--- src/verilog/jisp_pixel_pkg.sv ---
//////////////////////////////////////////////////
// Pixel level definitions for the JPEG ISP.
// Holds sample types and the RGB to YCbCr matrix.
//////////////////////////////////////////////////
`default_nettype none

package jisp_pixel_pkg;

    // sample width in bits.
    localparam int DW = 8;

    typedef logic [DW-1:0] sample_t;

    // three samples, R/G/B or Y/Cb/Cr.
    typedef sample_t [2:0] pixel_t;

    // component indices on the YCbCr side.
    localparam int CH_Y  = 0;
    localparam int CH_CB = 1;
    localparam int CH_CR = 2;

    typedef logic signed [8:0] coef_t;

    // JPEG matrix scaled by 256, one row per output channel.
    localparam coef_t COEF [3][3] = '{
        '{ 9'sd77,   9'sd150,  9'sd29 },
        '{-9'sd43,  -9'sd85,   9'sd128},
        '{ 9'sd128, -9'sd107, -9'sd21 }
    };

    // chroma is centred on mid scale.
    localparam int CH_OFFSET [3] = '{0, 128, 128};

endpackage

`default_nettype wire

--- src/verilog/pixel_stream_if.sv ---
//////////////////////////////////////////////////
// Valid/hold pixel stream between ISP stages.
// The source drives all but hold. A lane moves
// on a clock edge where its bit is set and hold
// is low.
//////////////////////////////////////////////////
`timescale 1ns/1ps
`default_nettype none

interface pixel_stream_if #(
    parameter type payload_t = logic [23:0]
);
    payload_t   data;
    // one valid bit per component.
    logic [2:0] lanes;
    logic       hold;
    logic       frame_valid;
    logic       line_valid;
    logic       eof;

    modport src (
        output data, lanes, frame_valid, line_valid, eof,
        input  hold
    );

    modport snk (
        input  data, lanes, frame_valid, line_valid, eof,
        output hold
    );
endinterface

`default_nettype wire

--- src/verilog/color_matrix_row.sv ---
//////////////////////////////////////////////////
// One output channel of the RGB to YCbCr matrix.
// Two pipeline stages, both advance on en.
//////////////////////////////////////////////////
`timescale 1ns/1ps
`default_nettype none

module color_matrix_row #(
    parameter int CHANNEL = 0
)(
    input  logic                    clk,
    input  logic                    rst_n,
    input  logic                    en,
    input  jisp_pixel_pkg::pixel_t  rgb,
    output jisp_pixel_pkg::sample_t result
);
    import jisp_pixel_pkg::*;

    logic signed [17:0] prod [3];
    logic signed [19:0] sum;
    logic signed [19:0] level;

    // floor divide by 256, then centre the chroma.
    assign sum   = prod[0] + prod[1] + prod[2];
    assign level = (sum >>> 8) + 20'(CH_OFFSET[CHANNEL]);

    // stage 1: products.
    always_ff @(posedge clk or negedge rst_n) begin
        if (!rst_n) begin
            for (int i = 0; i < 3; i++) begin
                prod[i] <= '0;
            end
        end else if (en) begin
            for (int i = 0; i < 3; i++) begin
                prod[i] <= $signed({1'b0, rgb[i]}) * COEF[CHANNEL][i];
            end
        end
    end

    // stage 2: sum and clamp to 0..255.
    always_ff @(posedge clk or negedge rst_n) begin
        if (!rst_n) begin
            result <= '0;
        end else if (en) begin
            if (level < 0) begin
                result <= '0;
            end else if (level > 20'sd255) begin
                result <= '1;
            end else begin
                result <= level[DW-1:0];
            end
        end
    end
endmodule

`default_nettype wire

--- src/verilog/rgb2yuv.sv ---
//////////////////////////////////////////////////
// RGB to YCbCr conversion with a 2 cycle pipeline.
// The whole pipeline stalls on the downstream hold.
//////////////////////////////////////////////////
`timescale 1ns/1ps
`default_nettype none

module rgb2yuv (
    input  logic                   clk,
    input  logic                   rst_n,
    input  jisp_pixel_pkg::pixel_t rgb24,
    input  logic                   rgb24_valid,
    output logic                   rgb24_hold,
    input  logic                   frame_valid_in,
    input  logic                   line_valid_in,
    pixel_stream_if.src            out
);
    import jisp_pixel_pkg::*;

    logic       en;
    logic [1:0] valid_sr;
    logic [1:0] fv_sr;
    logic [1:0] lv_sr;
    sample_t    yuv_ch [3];

    assign en         = ~out.hold;
    assign rgb24_hold = out.hold;

    for (genvar ch = 0; ch < 3; ch++) begin : g_row
        color_matrix_row #(
            .CHANNEL (ch)
        ) u_row (
            .clk    (clk),
            .rst_n  (rst_n),
            .en     (en),
            .rgb    (rgb24),
            .result (yuv_ch[ch])
        );
    end

    // flags follow the matrix rows stage for stage.
    always_ff @(posedge clk or negedge rst_n) begin
        if (!rst_n) begin
            valid_sr <= '0;
            fv_sr    <= '0;
            lv_sr    <= '0;
        end else if (en) begin
            valid_sr <= {valid_sr[0], rgb24_valid & frame_valid_in};
            fv_sr    <= {fv_sr[0], frame_valid_in};
            lv_sr    <= {lv_sr[0], line_valid_in};
        end
    end

    assign out.data        = {yuv_ch[2], yuv_ch[1], yuv_ch[0]};
    assign out.lanes       = {3{valid_sr[1]}};
    assign out.frame_valid = fv_sr[1];
    assign out.line_valid  = lv_sr[1];
    // last pixel is the one just ahead of the frame_valid fall.
    assign out.eof         = valid_sr[1] & fv_sr[1] & ~fv_sr[0];
endmodule

`default_nettype wire

--- src/flat_wrapper.sv ---
// flat-port wrapper written by rule: the top's interface ports become plain ports
module rgb2yuv_flat import jisp_pixel_pkg::*;
  (clk, rst_n, rgb24, rgb24_valid, rgb24_hold, frame_valid_in, line_valid_in, out_data, out_lanes, out_frame_valid, out_line_valid, out_eof, out_hold);
  pixel_stream_if out_i ();
  input  logic clk;
  input  logic rst_n;
  input  jisp_pixel_pkg::pixel_t rgb24;
  input  logic rgb24_valid;
  output logic rgb24_hold;
  input  logic frame_valid_in;
  input  logic line_valid_in;
  output wire logic [$bits(out_i.data)-1:0] out_data;
  output wire logic [$bits(out_i.lanes)-1:0] out_lanes;
  output wire logic [$bits(out_i.frame_valid)-1:0] out_frame_valid;
  output wire logic [$bits(out_i.line_valid)-1:0] out_line_valid;
  output wire logic [$bits(out_i.eof)-1:0] out_eof;
  input wire logic [$bits(out_i.hold)-1:0] out_hold;
  assign out_data = out_i.data;
  assign out_lanes = out_i.lanes;
  assign out_frame_valid = out_i.frame_valid;
  assign out_line_valid = out_i.line_valid;
  assign out_eof = out_i.eof;
  assign out_i.hold = out_hold;
  rgb2yuv u_core (.clk(clk), .rst_n(rst_n), .rgb24(rgb24), .rgb24_valid(rgb24_valid), .rgb24_hold(rgb24_hold), .frame_valid_in(frame_valid_in), .line_valid_in(line_valid_in), .out(out_i));
endmodule
--- config.mk ---
export PLATFORM = sky130hd
export DESIGN_NAME = rgb2yuv_flat
export DESIGN_NICKNAME = d
export VERILOG_FILES = /design/src/verilog/jisp_pixel_pkg.sv /design/src/verilog/pixel_stream_if.sv /design/src/verilog/color_matrix_row.sv /design/src/verilog/rgb2yuv.sv /design/src/flat_wrapper.sv
export SDC_FILE = /design/constraint.sdc
export NUM_CORES = 1
export LEC_CHECK = 0
export BUFFER_PORTS_ARGS = -buffer_cell sky130_fd_sc_hd__buf_2
export CELL_PAD_IN_SITES_DETAIL_PLACEMENT = 1
export CELL_PAD_IN_SITES_GLOBAL_PLACEMENT = 1
export CORE_ASPECT_RATIO = 0.7
export CORE_MARGIN = 5
export CORE_UTILIZATION = 39
export DETAILED_ROUTE_END_ITERATION = 6
export GPL_ROUTABILITY_DRIVEN = 0
export MAX_ROUTING_LAYER = met4
export PLACE_DENSITY_LB_ADDON = 0.1
export RECOVER_POWER = 100
export SYNTH_ARGS = -nofsm -noshare
export SYNTH_HDL_FRONTEND = slang
export SYNTH_SLANG_ARGS = --single-unit
--- constraint.sdc ---
create_clock -name clk -period 5.8 [get_ports clk]
set_input_delay 1.74 -clock clk [delete_from_list [all_inputs] [get_ports clk]]
set_output_delay 1.74 -clock clk [all_outputs]
set_load 0.01 [all_outputs]
==> flow_summary.json <==
{
  "seq_power_share_pct": 20.5,
  "synthesis.area_um2": 15100,
  "timing.rr.end": "u_core.g_row[1].u_row.result[0]",
  "async_flop_share_pct": 100,
  "cts_inserted_buffers": 17,
  "grt_pass1_wl_um": 62700,
  "clockPowerShare_pct": 13.6,
  "switching_share_pct": 47.7,
  "power_frac_comb_pct": 65.9,
  "diodes": 0,
  "clock_latency_ns": 0.45,
  "core_um2": 38300,
  "fin_nets": 2069,
  "clock_skew_ns": 0.0136,
  "fin_crit_ns": 5.50,
  "criticalPathCategory": "input pin to register",
  "start_util_pct": 39.3,
  "netlist_instances": 1523,
  "ys_seq_area_share_pct": 23.6,
  "cts-root-buf": "clkbuf_16",
  "cap_viol_max_count": 2,
  "cts_resized": 0,
  "die_area_um2": 42700,
  "grt-ovfl-total": 0,
  "end_kind": "register",
  "violations": "max-capacitance violations, max-slew violations",
  "antenna_found_initial": 1,
  "die_x_um": 245,
  "worst_slew_pin_slew_ns": 3.00,
  "synth_cell_types": 76,
  "syn_to_final_growth_pct": 10.7,
  "critPathRequiredTime_ns": 6.12,
  "pin_count": 61,
  "totalWireLength_um": 37500,
  "path_clk_slew_ns": 0.07,
  "r2r_cells": 15,
  "final.setup.tns_ns": 0,
  "drive_gt1_share_pct": 9.15,
  "ir_drop_mv": 0.234,
  "synth_seq_cells": 142,
  "post-route-period-util_pct": 94.8,
  "postCtsSetupBuffers": 0,
  "power_per_cell_area_nw_per_um2": 497,
  "cts.sinks": 142,
  "hold-path-endpoint": "u_core.g_row[1].u_row.prod[43]",
  "hold_ws_ns": 0.482,
  "drc": 0,
  "vias": 10700,
  "cts_tree": "yes",
  "port_buffers": 60,
  "antenna_left": 0,
  "r2r_slack_ns": 1.02,
  "h-tree-depth": 4,
  "wire_per_inst_um": 17.6,
  "leakage_uw": 0.00856,
  "power_uw": 8280,
  "hold_start": "u_core.g_row[1].u_row.prod[43]",
  "rsz0062_at_grt": "no",
  "firstDrtPassIters": 5,
  "crit_arrival_ns": 5.82,
  "status": "finished with violations",
  "p_sw_uw": 3950,
  "synth_top_flop_cell": "dfrtp_1",
  "hold_depth": 2,
  "final-setup-viol-count": 0,
  "final_core_utilization_pct": 43.5,
  "r2r-start": "u_core.g_row[1].u_row.prod[25]",
  "cts_buffer_depth": 2,
  "viasPerCell": 5.03,
  "crit_fanout": 6,
  "synth.avg_cell_area_um2": 9.89,
  "yosysWarnings": 0,
  "grt_pass1_vias": 11600,
  "dpl.cell_count": 2092,
  "dp.final_hpwl_um": 31600,
  "grt_use_total_pct": 19.0,
  "synth_nets": 1977,
  "fmax_ghz": 0.182,
  "crit_path_start_kind": "input pin",
  "cts-hold-fix-buffers": 0,
  "max_slew_margin_pct": -100,
  "die_h_um": 174,
  "synth-edff-count": 0,
  "row_count": 60,
  "report.final.slew_viol_count": 214,
  "final-hold-violation-count": 0,
  "drt_iter0_drc": 459,
  "hp-class": "register to register",
  "p_int_uw": 4330,
  "stdcell_count": 2124,
  "grt_start_max_net_pins": 165
}
flip-flops by register name, indices dropped and copies added, names as in the netlist:
signal / count
u_core.g_row.u_row.result: 24
u_core.fv_sr: 2
u_core.lv_sr: 2
u_core.valid_sr: 2
u_core.g_row.u_row.prod: 112
power by group through the flow:
stage / logic (uW) / clock network, uW / registers, uW
6_report: 5460 / 1120 / 1700
5_1_grt: 6240 / 1200 / 1750
4_1_cts: 5640 / 1160 / 1710
3_5_place_dp: 5580 / 0 / 1720
3_3_place_gp: 5450 / 0 / 1710
2_1_floorplan: 4090 / 0 / 1630
worst max-delay path, cell delays in order:
cell and delay, ns:
buf_2 0.15, clkbuf_1 0.37, inv_1 0.12, ha_1 0.33, inv_1 0.07, ha_1 0.29
ha_1 0.28, inv_1 0.05, fa_1 0.53, inv_1 0.04, ha_1 0.29, inv_1 0.07
o21bai_1 0.18, a21oi_1 0.11, o21bai_1 0.19, a211oi_1 0.11, o31ai_1 0.34, a2111oi_0 0.17
a211o_1 0.40
through the flow:
step                      setup slack, ns  instance area [um2]
after CTS                           0.374                16800
after global placement            -0.0116                16200
final                               0.300                16700
after floorplan                     0.238                15100
after global routing              0.00918                16700
after detailed placement          -0.0949                16200
Yosys cell counts, types with 6 or more instances:
cell type	n	area, um2
dfrtp_1	142	3550
inv_1	260	976
mux2_2	31	349
a21oi_1	68	340
o21ai_0	98	490
o31ai_1	6	45.0
fa_1	97	1940
a211oi_1	10	75.1
xor2_1	37	324
nor2_1	34	128
o21a_1	7	52.6
a221o_1	15	150
clkbuf_1	25	93.8
nand2_1	101	379
a31oi_1	9	56.3
o21bai_1	23	173
nor3_1	19	95.1
nor2b_1	17	106
ha_1	327	4090
a21o_1	25	188
xnor2_1	53	464
nand3_1	14	70.1
cell type report:
type	instances	area, um2
sequential	142	3550
clock buffer	18	439
timing repair buffer	106	581
clock inverter	14	145
tap	496	621
inverter	260	976
multi-input combinational	1088	10400
fill	4387	21600
cell usage in the layout, fill, tap and decap left out, types with 7 or more instances in the layout:
cell,instances
ha_1,327
inv_1,260
dfrtp_1,142
nand2_1,101
o21ai_0,98
fa_1,97
a21oi_1,69
xnor2_1,53
clkbuf_1,41
xor2_1,37
nor2_1,34
buf_4,33
mux2_2,31
a21o_1,25
buf_2,25
o21bai_1,23
nor3_1,19
nor2b_1,17
clkbuf_16,17
a221o_1,15
nand3_1,14
a211oi_1,11
a31oi_1,10
o21a_1,7
inv_6,7
worst max-delay path by stage:
stage / start / to / slack [ns] / depth (start not counted)
3_3_place_gp: rgb24[20] / u_core.g_row[2].u_row.prod[14] / -0.01 / 19
6_report: rgb24[13] / u_core.g_row[2].u_row.prod[33] / 0.30 / 19
2_1_floorplan: rgb24[18] / u_core.g_row[2].u_row.prod[14] / 0.24 / 18
4_1_cts: rgb24[18] / u_core.g_row[2].u_row.prod[14] / 0.37 / 19
5_1_grt: rgb24[12] / u_core.g_row[1].u_row.prod[34] / 0.009 / 19
3_5_place_dp: rgb24[18] / u_core.g_row[2].u_row.prod[14] / -0.09 / 19
metal layers:
metal	vias up	track usage, %	share of wire [%]
li1	5353	-	-
met1	5242	28.7	55
met2	64	27.7	43
met3	16	2.35	1.6
met4	0	3.27	0.75
met5	-	-	0
logic make-up (layout without fill, tap and decap cells):
group | after synthesis | count (layout) | share of synthesized area (%)
flip-flops | 142 | 142 | 23.6
buffers and inverters | 293 | 398 | 7.41
adder cells (fa/ha/maj) | 424 | 424 | 40.1
multiplexers | 35 | 35 | 2.59
XOR/XNOR | 90 | 90 | 5.24
AND/OR/NAND/NOR | 228 | 228 | 7.27
AO/OA/AOI/OAI | 311 | 311 | 13.8
(Power assumes the default switching activity.)
