**src/verilog/jisp_pixel_pkg.sv**
```systemverilog
//////////////////////////////////////////////////
// Pixel level definitions for the JPEG ISP.
// Holds sample types and the RGB to YCbCr matrix.
//////////////////////////////////////////////////
`default_nettype none

package jisp_pixel_pkg;

    // sample width in bits.
    localparam int DW = 8;

    typedef logic [DW-1:0] sample_t;

    // three samples, R/G/B or Y/Cb/Cr.
    typedef sample_t [2:0] pixel_t;

    // component indices on the YCbCr side.
    localparam int CH_Y  = 0;
    localparam int CH_CB = 1;
    localparam int CH_CR = 2;

    typedef logic signed [8:0] coef_t;

    // JPEG matrix scaled by 256, one row per output channel.
    localparam coef_t COEF [3][3] = '{
        '{ 9'sd77,   9'sd150,  9'sd29 },
        '{-9'sd43,  -9'sd85,   9'sd128},
        '{ 9'sd128, -9'sd107, -9'sd21 }
    };

    // chroma is centred on mid scale.
    localparam int CH_OFFSET [3] = '{0, 128, 128};

endpackage

`default_nettype wire

```
**src/verilog/jisp_frame_pkg.sv**
```systemverilog
//////////////////////////////////////////////////
// Frame geometry and MCU layout constants.
// Shared by the line counters and the MCU buffer.
//////////////////////////////////////////////////
`default_nettype none

package jisp_frame_pkg;

    localparam int MAX_X = 1280;
    localparam int MAX_Y = 720;
    localparam int X_W   = $clog2(MAX_X);
    localparam int Y_W   = $clog2(MAX_Y);

    localparam int MCU_SIZE       = 16;
    localparam int BLK_SIZE       = 8;
    localparam int BLOCKS_PER_MCU = 6;

    localparam int MCU_LOG = $clog2(MCU_SIZE);
    localparam int BLK_LOG = $clog2(BLK_SIZE);

    // buffer word addresses, one word is a block row.
    localparam int Y_ADDR_W  = MCU_LOG + X_W - BLK_LOG;
    localparam int C_ADDR_W  = BLK_LOG + X_W - MCU_LOG;
    localparam int MCU_COL_W = X_W - MCU_LOG;

endpackage

`default_nettype wire

```
**src/verilog/pixel_stream_if.sv**
```systemverilog
//////////////////////////////////////////////////
// Valid/hold pixel stream between ISP stages.
// The source drives all but hold. A lane moves
// on a clock edge where its bit is set and hold
// is low.
//////////////////////////////////////////////////
`timescale 1ns/1ps
`default_nettype none

interface pixel_stream_if #(
    parameter type payload_t = logic [23:0]
);
    payload_t   data;
    // one valid bit per component.
    logic [2:0] lanes;
    logic       hold;
    logic       frame_valid;
    logic       line_valid;
    logic       eof;

    modport src (
        output data, lanes, frame_valid, line_valid, eof,
        input  hold
    );

    modport snk (
        input  data, lanes, frame_valid, line_valid, eof,
        output hold
    );
endinterface

`default_nettype wire

```
**src/verilog/subsample.sv**
```systemverilog
//////////////////////////////////////////////////
// 4:2:0 chroma decimation, one register stage.
// Chroma comes from pixel pairs on even lines;
// odd lines pass Y only.
//////////////////////////////////////////////////
`timescale 1ns/1ps
`default_nettype none

module subsample (
    input  logic                          clk,
    input  logic                          rst_n,
    input  logic [jisp_frame_pkg::X_W-1:0] x_size_m1,
    pixel_stream_if.snk                   in,
    pixel_stream_if.src                   out
);
    import jisp_pixel_pkg::*;
    import jisp_frame_pkg::*;

    logic [X_W-1:0] x_cnt;
    logic           odd_line;
    logic           take;
    logic           chroma_beat;
    sample_t        cb_even;
    sample_t        cr_even;
    logic [DW:0]    cb_sum;
    logic [DW:0]    cr_sum;
    pixel_t         data_q;
    logic [2:0]     lanes_q;
    logic           fv_q;
    logic           lv_q;
    logic           eof_q;

    assign in.hold     = out.hold;
    assign take        = in.lanes[CH_Y] & ~in.hold;
    assign chroma_beat = ~odd_line & x_cnt[0];
    assign cb_sum      = {1'b0, cb_even} + {1'b0, in.data[CH_CB]};
    assign cr_sum      = {1'b0, cr_even} + {1'b0, in.data[CH_CR]};

    // pixel and line position within the frame.
    always_ff @(posedge clk or negedge rst_n) begin
        if (!rst_n) begin
            x_cnt    <= '0;
            odd_line <= 1'b0;
        end else if (!in.hold) begin
            if (!in.frame_valid) begin
                x_cnt    <= '0;
                odd_line <= 1'b0;
            end else if (!in.line_valid) begin
                x_cnt <= '0;
            end else if (in.lanes[CH_Y]) begin
                if (x_cnt == x_size_m1) begin
                    x_cnt    <= '0;
                    odd_line <= ~odd_line;
                end else begin
                    x_cnt <= x_cnt + 1'b1;
                end
            end
        end
    end

    // left pixel of each chroma pair.
    always_ff @(posedge clk) begin
        if (take && !odd_line && !x_cnt[0]) begin
            cb_even <= in.data[CH_CB];
            cr_even <= in.data[CH_CR];
        end
    end

    always_ff @(posedge clk) begin
        if (!out.hold) begin
            data_q[CH_Y]  <= in.data[CH_Y];
            data_q[CH_CB] <= cb_sum[DW:1];
            data_q[CH_CR] <= cr_sum[DW:1];
        end
    end

    always_ff @(posedge clk or negedge rst_n) begin
        if (!rst_n) begin
            lanes_q <= '0;
            fv_q    <= 1'b0;
            lv_q    <= 1'b0;
            eof_q   <= 1'b0;
        end else if (!out.hold) begin
            lanes_q <= in.lanes[CH_Y] ? {{2{chroma_beat}}, 1'b1} : 3'b000;
            fv_q    <= in.frame_valid;
            lv_q    <= in.line_valid;
            eof_q   <= in.eof & in.lanes[CH_Y];
        end
    end

    assign out.data        = data_q;
    assign out.lanes       = lanes_q;
    assign out.frame_valid = fv_q;
    assign out.line_valid  = lv_q;
    assign out.eof         = eof_q;
endmodule

`default_nettype wire

```
**src/flat_wrapper.sv**
```systemverilog
// flat-port wrapper written by rule: the top's interface ports become plain ports
module subsample_flat import jisp_pixel_pkg::*; import jisp_frame_pkg::*;
  (clk, rst_n, x_size_m1, in_data, in_lanes, in_frame_valid, in_line_valid, in_eof, in_hold, out_data, out_lanes, out_frame_valid, out_line_valid, out_eof, out_hold);
  pixel_stream_if in_i ();
  pixel_stream_if out_i ();
  input  logic clk;
  input  logic rst_n;
  input  logic [jisp_frame_pkg::X_W-1:0] x_size_m1;
  input wire logic [$bits(in_i.data)-1:0] in_data;
  input wire logic [$bits(in_i.lanes)-1:0] in_lanes;
  input wire logic [$bits(in_i.frame_valid)-1:0] in_frame_valid;
  input wire logic [$bits(in_i.line_valid)-1:0] in_line_valid;
  input wire logic [$bits(in_i.eof)-1:0] in_eof;
  output wire logic [$bits(in_i.hold)-1:0] in_hold;
  output wire logic [$bits(out_i.data)-1:0] out_data;
  output wire logic [$bits(out_i.lanes)-1:0] out_lanes;
  output wire logic [$bits(out_i.frame_valid)-1:0] out_frame_valid;
  output wire logic [$bits(out_i.line_valid)-1:0] out_line_valid;
  output wire logic [$bits(out_i.eof)-1:0] out_eof;
  input wire logic [$bits(out_i.hold)-1:0] out_hold;
  assign in_i.data = in_data;
  assign in_i.lanes = in_lanes;
  assign in_i.frame_valid = in_frame_valid;
  assign in_i.line_valid = in_line_valid;
  assign in_i.eof = in_eof;
  assign in_hold = in_i.hold;
  assign out_data = out_i.data;
  assign out_lanes = out_i.lanes;
  assign out_frame_valid = out_i.frame_valid;
  assign out_line_valid = out_i.line_valid;
  assign out_eof = out_i.eof;
  assign out_i.hold = out_hold;
  subsample u_core (.clk(clk), .rst_n(rst_n), .x_size_m1(x_size_m1), .in(in_i), .out(out_i));
endmodule
```
**config.mk**
```make
export PLATFORM = sky130hd
export DESIGN_NAME = subsample_flat
export DESIGN_NICKNAME = d
export VERILOG_FILES = /design/src/verilog/jisp_pixel_pkg.sv /design/src/verilog/jisp_frame_pkg.sv /design/src/verilog/pixel_stream_if.sv /design/src/verilog/subsample.sv /design/src/flat_wrapper.sv
export SDC_FILE = /design/constraint.sdc
export NUM_CORES = 1
export LEC_CHECK = 0
export CORE_MARGIN = 3
export CORE_UTILIZATION = 62
export DETAILED_ROUTE_END_ITERATION = 8
export DONT_BUFFER_PORTS = 1
export GPL_TIMING_DRIVEN = 0
export HOLD_SLACK_MARGIN = 0.15
export PLACE_DENSITY = 0.75
export SETUP_SLACK_MARGIN = 0.15
export SLEW_MARGIN = 30
export SYNTH_ARGS = -nofsm -noshare
export SYNTH_HDL_FRONTEND = slang
export SYNTH_SLANG_ARGS = --single-unit
```
**constraint.sdc**
```tcl
create_clock -name clk -period 4.6 [get_ports clk]
set_input_delay 0.92 -clock clk [delete_from_list [all_inputs] [get_ports clk]]
set_output_delay 0.92 -clock clk [all_outputs]
set_load 0.005 [all_outputs]
```
==> results of run 1 <==
## synth_stat cells
library cell / count / area (µm²)
o21ai_1: 2 / 10.0
ha_1: 1 / 12.5
nand3b_1: 1 / 7.51
nor3_1: 3 / 15.0
edfxtp_1: 5 / 150
o311ai_2: 2 / 32.5
buf_6: 2 / 22.5
dfrtp_1: 17 / 425
nand4_1: 1 / 6.26
conb_1: 1 / 3.75
and3_1: 5 / 31.3
mux2_2: 1 / 11.3
nor3_2: 1 / 10.0
nand2b_1: 1 / 6.26
a31oi_1: 4 / 25.0
a32o_1: 1 / 10.0
a21oi_1: 2 / 10.0
o22ai_1: 2 / 12.5
buf_2: 1 / 5.00
a221o_1: 2 / 20.0
nand3_1: 7 / 35.0
nand2_1: 16 / 60.1
a22o_1: 1 / 8.76
a31oi_2: 1 / 12.5
nor2b_1: 1 / 6.26
o31ai_2: 1 / 12.5
inv_1: 5 / 18.8
xor2_1: 11 / 96.3
buf_4: 23 / 173
clkbuf_1: 1 / 3.75
nor2_1: 1 / 3.75
and2_1: 8 / 50.1
clkbuf_2: 1 / 5.00
nor4_2: 2 / 25.0
o31ai_1: 3 / 22.5
o21ai_0: 1 / 5.00
## through the flow
| stage | std cells | utilization | hold slack (ns) |
|---|---|---|---|
| finish | 189 | 0.742 | 0.289 |
| global route | 189 | 0.742 | 0.255 |
| CTS | 189 | 0.742 | 0.278 |
| detailed placement | 185 | 0.729 | 0.493 |
| global placement | 185 | 0.729 | 0.494 |
| floorplan | 158 | - | 0.465 |
## sequential cells by signal, indices dropped and copies added, names as in the netlist
register                cells
u_core.out.line_valid       1
u_core.x_cnt               11
u_core.cb_even              1
u_core.out.data             3
u_core.out.frame_valid      1
u_core.cr_even              1
u_core.out.eof              1
u_core.odd_line             1
u_core.out.lanes            2
## layout by cell type, fill, tap and decap left out
| cell | instances |
|---|---|
| nor3_1 | 3 |
| nand2b_1 | 1 |
| a31oi_2 | 1 |
| o311ai_2 | 2 |
| nor2_1 | 1 |
| o31ai_2 | 1 |
| clkbuf_1 | 1 |
| a21oi_1 | 2 |
| a32o_1 | 1 |
| dfrtp_1 | 17 |
| a31oi_1 | 4 |
| nand4_1 | 1 |
| buf_6 | 2 |
| o22ai_1 | 2 |
| conb_1 | 21 |
| and2_1 | 8 |
| nand2_1 | 16 |
| edfxtp_1 | 5 |
| buf_2 | 1 |
| o21ai_0 | 1 |
| o31ai_1 | 3 |
| ha_1 | 1 |
| clkbuf_4 | 3 |
| inv_1 | 5 |
| a22o_1 | 1 |
| and3_1 | 5 |
| nand3b_1 | 1 |
| o21ai_1 | 2 |
| buf_4 | 23 |
| a221o_1 | 2 |
| nand3_1 | 7 |
| clkbuf_2 | 1 |
| clkinv_1 | 1 |
| xor2_1 | 11 |
| nor2b_1 | 1 |
| mux2_2 | 1 |
| nor4_2 | 2 |
| nor3_2 | 1 |
## report_power, final
part	switching [mW]	internal, mW
combinational	0.0225	0.0233
sequential	0.00665	0.207
clock	0.0566	0.0317
total	0.0858	0.263
## routing by layer
layer / track usage / up-vias / wire length (µm) / share of wire
met5: 0 / - / 0 / 0
met4: 0.0723 / 0 / 36 / 0.013
met3: 0.0789 / 4 / 218 / 0.081
met2: 0.343 / 43 / 1340 / 0.50
met1: 0.252 / 456 / 1090 / 0.41
li1: - / 488 / - / -
## final cells by class
cell class	instances	area (µm²)
Clock buffer	3	22.5
Fill cell	155	522
Inverter	5	18.8
Clock inverter	1	3.75
Multi-Input combinational cell	103	637
Buffer	28	209
Sequential cell	22	576
Tap cell	27	33.8
## worst register-to-register path, cell delays in order (launching register included)
cell and delay [ns]:
dfrtp_1 0.46, xor2_1 0.20, nor4_2 0.40, a31oi_2 0.18, buf_6 0.18, a31oi_1 0.20
o31ai_2 0.09
## cells by family (layout without fill, tap and decap cells)
family,count (synthesis),count (layout),synth area share
AND/OR/NAND/NOR,47,47,0.188
buffers and inverters,33,37,0.167
AO/OA/AOI/OAI,22,22,0.133
flip-flops,22,22,0.422
XOR/XNOR,11,11,0.0706
adder cells (fa/ha/maj),1,1,0.00916
other,1,21,0.00275
multiplexers,1,1,0.00825
## worst paths after layout
check	startpoint	endpoint	slack [ns]	depth (start not counted)
worst max register to register	u_core.x_cnt[7]$_DFFE_PN0P_	u_core.x_cnt[4]$_DFFE_PN0P_	2.79	6
min in group clk	u_core.out.frame_valid$_DFFE_PN0N_	u_core.out.frame_valid$_DFFE_PN0N_	0.51	2
worst max-delay path	out_hold	in_hold	2.65	1
worst min register to register	u_core.out.frame_valid$_DFFE_PN0N_	u_core.out.frame_valid$_DFFE_PN0N_	0.51	2
max in group asynchronous	rst_n	u_core.x_cnt[0]$_DFFE_PN0P_	4.24	0
worst min-delay path	rst_n	u_core.x_cnt[9]$_DFFE_PN0P_	0.29	0
==> impl_metrics.tcl, run 1 <==
set metrics [dict create \
    drt_iter0_markers 20 \
    place_ws_ns 2.35 \
    hold_violations 0 \
    cts_resized 0 \
    drv_slew 0 \
    globalRoute.totalOverflow 0 \
    period_minus_slack_ns 1.95 \
    synth.distinct_cells 36 \
    critPathCaptureType "output port" \
    fmax_ghz 0.512 \
    die_area_um2 2800 \
    setup_violations 0 \
    cts_sinks 22 \
    tns_ns 0 \
    syn_avg_cell_area_um2 9.89 \
    cp.arrival_ns 1.03 \
    clkLatencyLatePin_ns 0.31 \
    cts_hold_buf 0 \
    netlist_area_um2 1370 \
    wl_per_cell_um 14.2 \
    hpwl_um 2090 \
    rsz0062_at_grt "false" \
    skew_ns 0.00180 \
    peakVddDrop_mv 0.235 \
    antenna_found_initial 0 \
    routed_wl_um 2690 \
    ys_seq_area_frac 0.422 \
    cts_setup_buffers 0 \
    maxCapViolCount 0 \
    cts.clk_slew.worst_paths_ns 0.12 \
    io_buffers 0 \
    die_w_um 52.9 \
    finalPower_uw 348 \
    grt_max_degree 18 \
    core-area_um2 2020 \
    path_cells "buf_4" \
    hold_class "primary input to async pin" \
    cts_buffers 3 \
    cts_tree "done" \
    outcome "finished, final reports clean" \
    areaGrowthSynthToFinish_pct 9.90 \
    cp_slowest_cell "buf_4" \
    die_h_um 52.9 \
    cp_top_family "buffers and inverters" \
    yosys_warnings 0 \
    grt_pass1_vias 936 \
    ys_ff_latch 22 \
    ant_nets 0 \
    vias_per_cell 5.24 \
    rows 16 \
    drc 0 \
    grt.total_usage 0.210 \
    cp_slowest_stage_delay_ns 0.11 \
    vias 991 \
    crit_required_ns 3.68 \
    diodes 0 \
    start_kind "primary input" \
    root_buffer "clkbuf_4" \
    ctsLongestPathBuffers 2 \
    pin_count 75 \
    start_util 0.675 \
    drive_above_1_share 0.235 \
    dpl_cell_area_um2 1470 \
    final_design_area_no_fill_um2 1500 \
    path_max_fanout 2 \
    final.setup.worst_slack_ns 2.65 \
    htree_levels 1 \
    crit_buf_inv 1 \
    grt_pass1_wl_um 4210 \
    first_pass_iters 4 \
    syn_inst 138 \
    fin_crit_sh 0.424 \
    crit_type "primary input to output port" \
    finalNetCount 208 \
    gp_congestion 0.845 \
    power.density_nw_per_um2 232 \
    leakage_nw 0.734 \
]
Note: power is estimated with default switching activity, not from simulation.
==> inputs of run 2 (changes only) <==
--- a/config.mk
+++ b/config.mk
@@ -6,12 +6,12 @@
 export NUM_CORES = 1
 export LEC_CHECK = 0
 export CORE_MARGIN = 3
-export CORE_UTILIZATION = 62
+export CORE_UTILIZATION = 56
 export DETAILED_ROUTE_END_ITERATION = 8
 export DONT_BUFFER_PORTS = 1
 export GPL_TIMING_DRIVEN = 0
 export HOLD_SLACK_MARGIN = 0.15
-export PLACE_DENSITY = 0.75
+export PLACE_DENSITY = 0.71
 export SETUP_SLACK_MARGIN = 0.15
 export SLEW_MARGIN = 30
 export SYNTH_ARGS = -nofsm -noshare
==> constraint.sdc (replaced) <==
create_clock -name clk -period 1.65 [get_ports clk]
set_input_delay 0.33 -clock clk [delete_from_list [all_inputs] [get_ports clk]]
set_output_delay 0.33 -clock clk [all_outputs]
set_load 0.005 [all_outputs]
==> run 2 against run 1 <==
Net effect:
- the run now ends with setup timing left
- clock power rose to 3.0 times the previous value
- worst setup slack worse by 2.7 ns
- worst hold slack got worse by 0.11 ns
- global-route usage grew 1.2 points
- critical path depth rose by 5
- non-clock buffer count is 17 higher
- flip-flop and latch count unchanged
- critical path type is now flip-flop to flip-flop
- highest routed layer unchanged
==> impl_metrics.tcl, run 2 (same netlist as run 1, synthesis figures left out) <==
set metrics [dict create \
    outcome "complete, but fails checks" \
    violations "setup timing" \
    vias_per_cell 5.37 \
    seq_area_um2 582 \
    pin_count 75 \
    root_buffer "clkbuf_4" \
    cp.arrival_ns 1.89 \
    ctsLongestPathBuffers 2 \
    multiInputGateArea_um2 758 \
    cts_buffers 3 \
    hold-worst-slack_ns 0.181 \
    cts_sinks 22 \
    wl_per_cell_um 15.8 \
    leakage_nw 0.820 \
    finalPower_mw 1.03 \
    peakVddDrop_mv 0.433 \
    grt_max_degree 18 \
    rsz0062_at_grt "true" \
    crit_required_ns 1.86 \
    worstReg2RegStart "u_core.x_cnt[9]$_DFFE_PN0P_" \
    drt_iter0_markers 31 \
    drv_slew 0 \
    hold_violations 0 \
    setup_violations 3 \
    vias 1112 \
    place_ws_ns -0.126 \
    hold_class "primary input to flip-flop" \
    period_minus_slack_ns 1.68 \
    worst_slew_pin_slew_ns 0.815 \
    areaGrowthSynthToFinish_pct 30.6 \
    power.density_nw_per_um2 577 \
    io_buffers 0 \
    hpwl_um 2120 \
    die_area_um2 3070 \
    regMostFlops "u_core.x_cnt" \
    fin_cells 207 \
    place_inst 186 \
    grt_pass1_wl_um 5340 \
    die_h_um 55.4 \
    drc 0 \
    diodes 0 \
    routed_wl_um 3270 \
    die_w_um 55.4 \
    critPathLaunch "u_core.x_cnt[9]$_DFFE_PN0P_" \
    start_util 0.605 \
    fmax_ghz 0.595 \
    grt.total_usage 0.222 \
    largest_reg_flops 11 \
    gp_congestion 0.823 \
    cts.clk_slew.worst_paths_ns 0.12 \
    drive_above_1_share 0.358 \
    first_pass_iters 4 \
    grt_pass1_vias 1099 \
    core-area_um2 2250 \
    tns_ns -0.0565 \
    fin_crit_sh 1.02 \
    finalNetCount 225 \
    globalRoute.totalOverflow 0 \
    critPathCaptureType "flip-flop" \
    final_common_cell "buf_4" \
    relSlewSlack 0.455 \
    clkLatencyLatePin_ns 0.31 \
    rows 17 \
    htree_levels 1 \
    layout_common_cells "buf_4 (33), conb_1 (21), nand2_1 (16)" \
    final.setup.worst_slack_ns -0.0306 \
    hold_start "in_line_valid" \
    crit_type "flip-flop to flip-flop" \
    nFillCells 146 \
    path_max_fanout 5 \
    ant_nets 0 \
    cts_tree "done" \
    skew_ns 0.00665 \
    antenna_found_initial 0 \
    maxCapViolCount 0 \
    start_kind "flip-flop" \
]
-- run 2: area by class of cell --
class | count | area share
Timing Repair Buffer | 17 | 0.0814
Tap cell | 28 | 0.0196
Multi-Input combinational cell | 103 | 0.425
Clock buffer | 4 | 0.0147
Sequential cell | 22 | 0.326
Buffer | 28 | 0.122
Inverter | 5 | 0.0105
-- run 2: stage by stage --
step           area [µm²]  utilization
6_report             1780        0.791
5_1_grt              1780        0.791
4_1_cts              1740        0.774
3_5_place_dp         1500        0.665
3_3_place_gp         1500        0.665
2_1_floorplan        1460            -
-- run 2: what timing repair did --
action | CTS | global route
endpoints found under the setup margin | 12 | 12
resized for setup | 13 | 8
setup buffers | 8 | 1
pin swaps | 6 | 5
hold buffers | 7 | 0
cloned | 1 | 0
hold endpoints to repair | 23 | 0
-- run 2: report_power, final --
part | switching [mW] | internal, mW | total (mW) | leakage [nW]
sequential | 0.0182 | 0.579 | 0.597 | 0.270
clock | 0.166 | 0.0945 | 0.261 | 0.0150
combinational | 0.0853 | 0.0862 | 0.171 | 0.535
-- run 2: worst paths after layout --
check                                                endpoint  slack, ns  depth (start not counted)
max reg2reg                       u_core.x_cnt[5]$_DFFE_PN0P_      -0.03                          6
max                               u_core.x_cnt[5]$_DFFE_PN0P_      -0.03                          6
max in group asynchronous         u_core.x_cnt[2]$_DFFE_PN0P_       0.55                          1
min in group asynchronous         u_core.x_cnt[7]$_DFFE_PN0P_       0.54                          1
min                         u_core.out.line_valid$_DFFE_PN0N_       0.18                          1
min reg2reg                u_core.out.frame_valid$_DFFE_PN0N_       0.53                          2
-- run 2: layer usage --
| metal | share of wire | wire length [µm] | vias up | global-route usage |
|---|---|---|---|---|
| li1 | - | - | 516 | - |
| met1 | 0.38 | 1230 | 528 | 0.264 |
| met2 | 0.53 | 1740 | 59 | 0.394 |
| met3 | 0.066 | 216 | 9 | 0.0421 |
| met4 | 0.026 | 85 | 0 | 0.0833 |
| met5 | 0 | 0 | - | 0 |
-- run 2: critical path: stages (launching register included) --
cell     delay, ns
dfrtp_2       0.45
xor2_2        0.15
nor4_2        0.23
buf_4         0.17
a31oi_4       0.12
buf_6         0.17
a221o_1       0.29
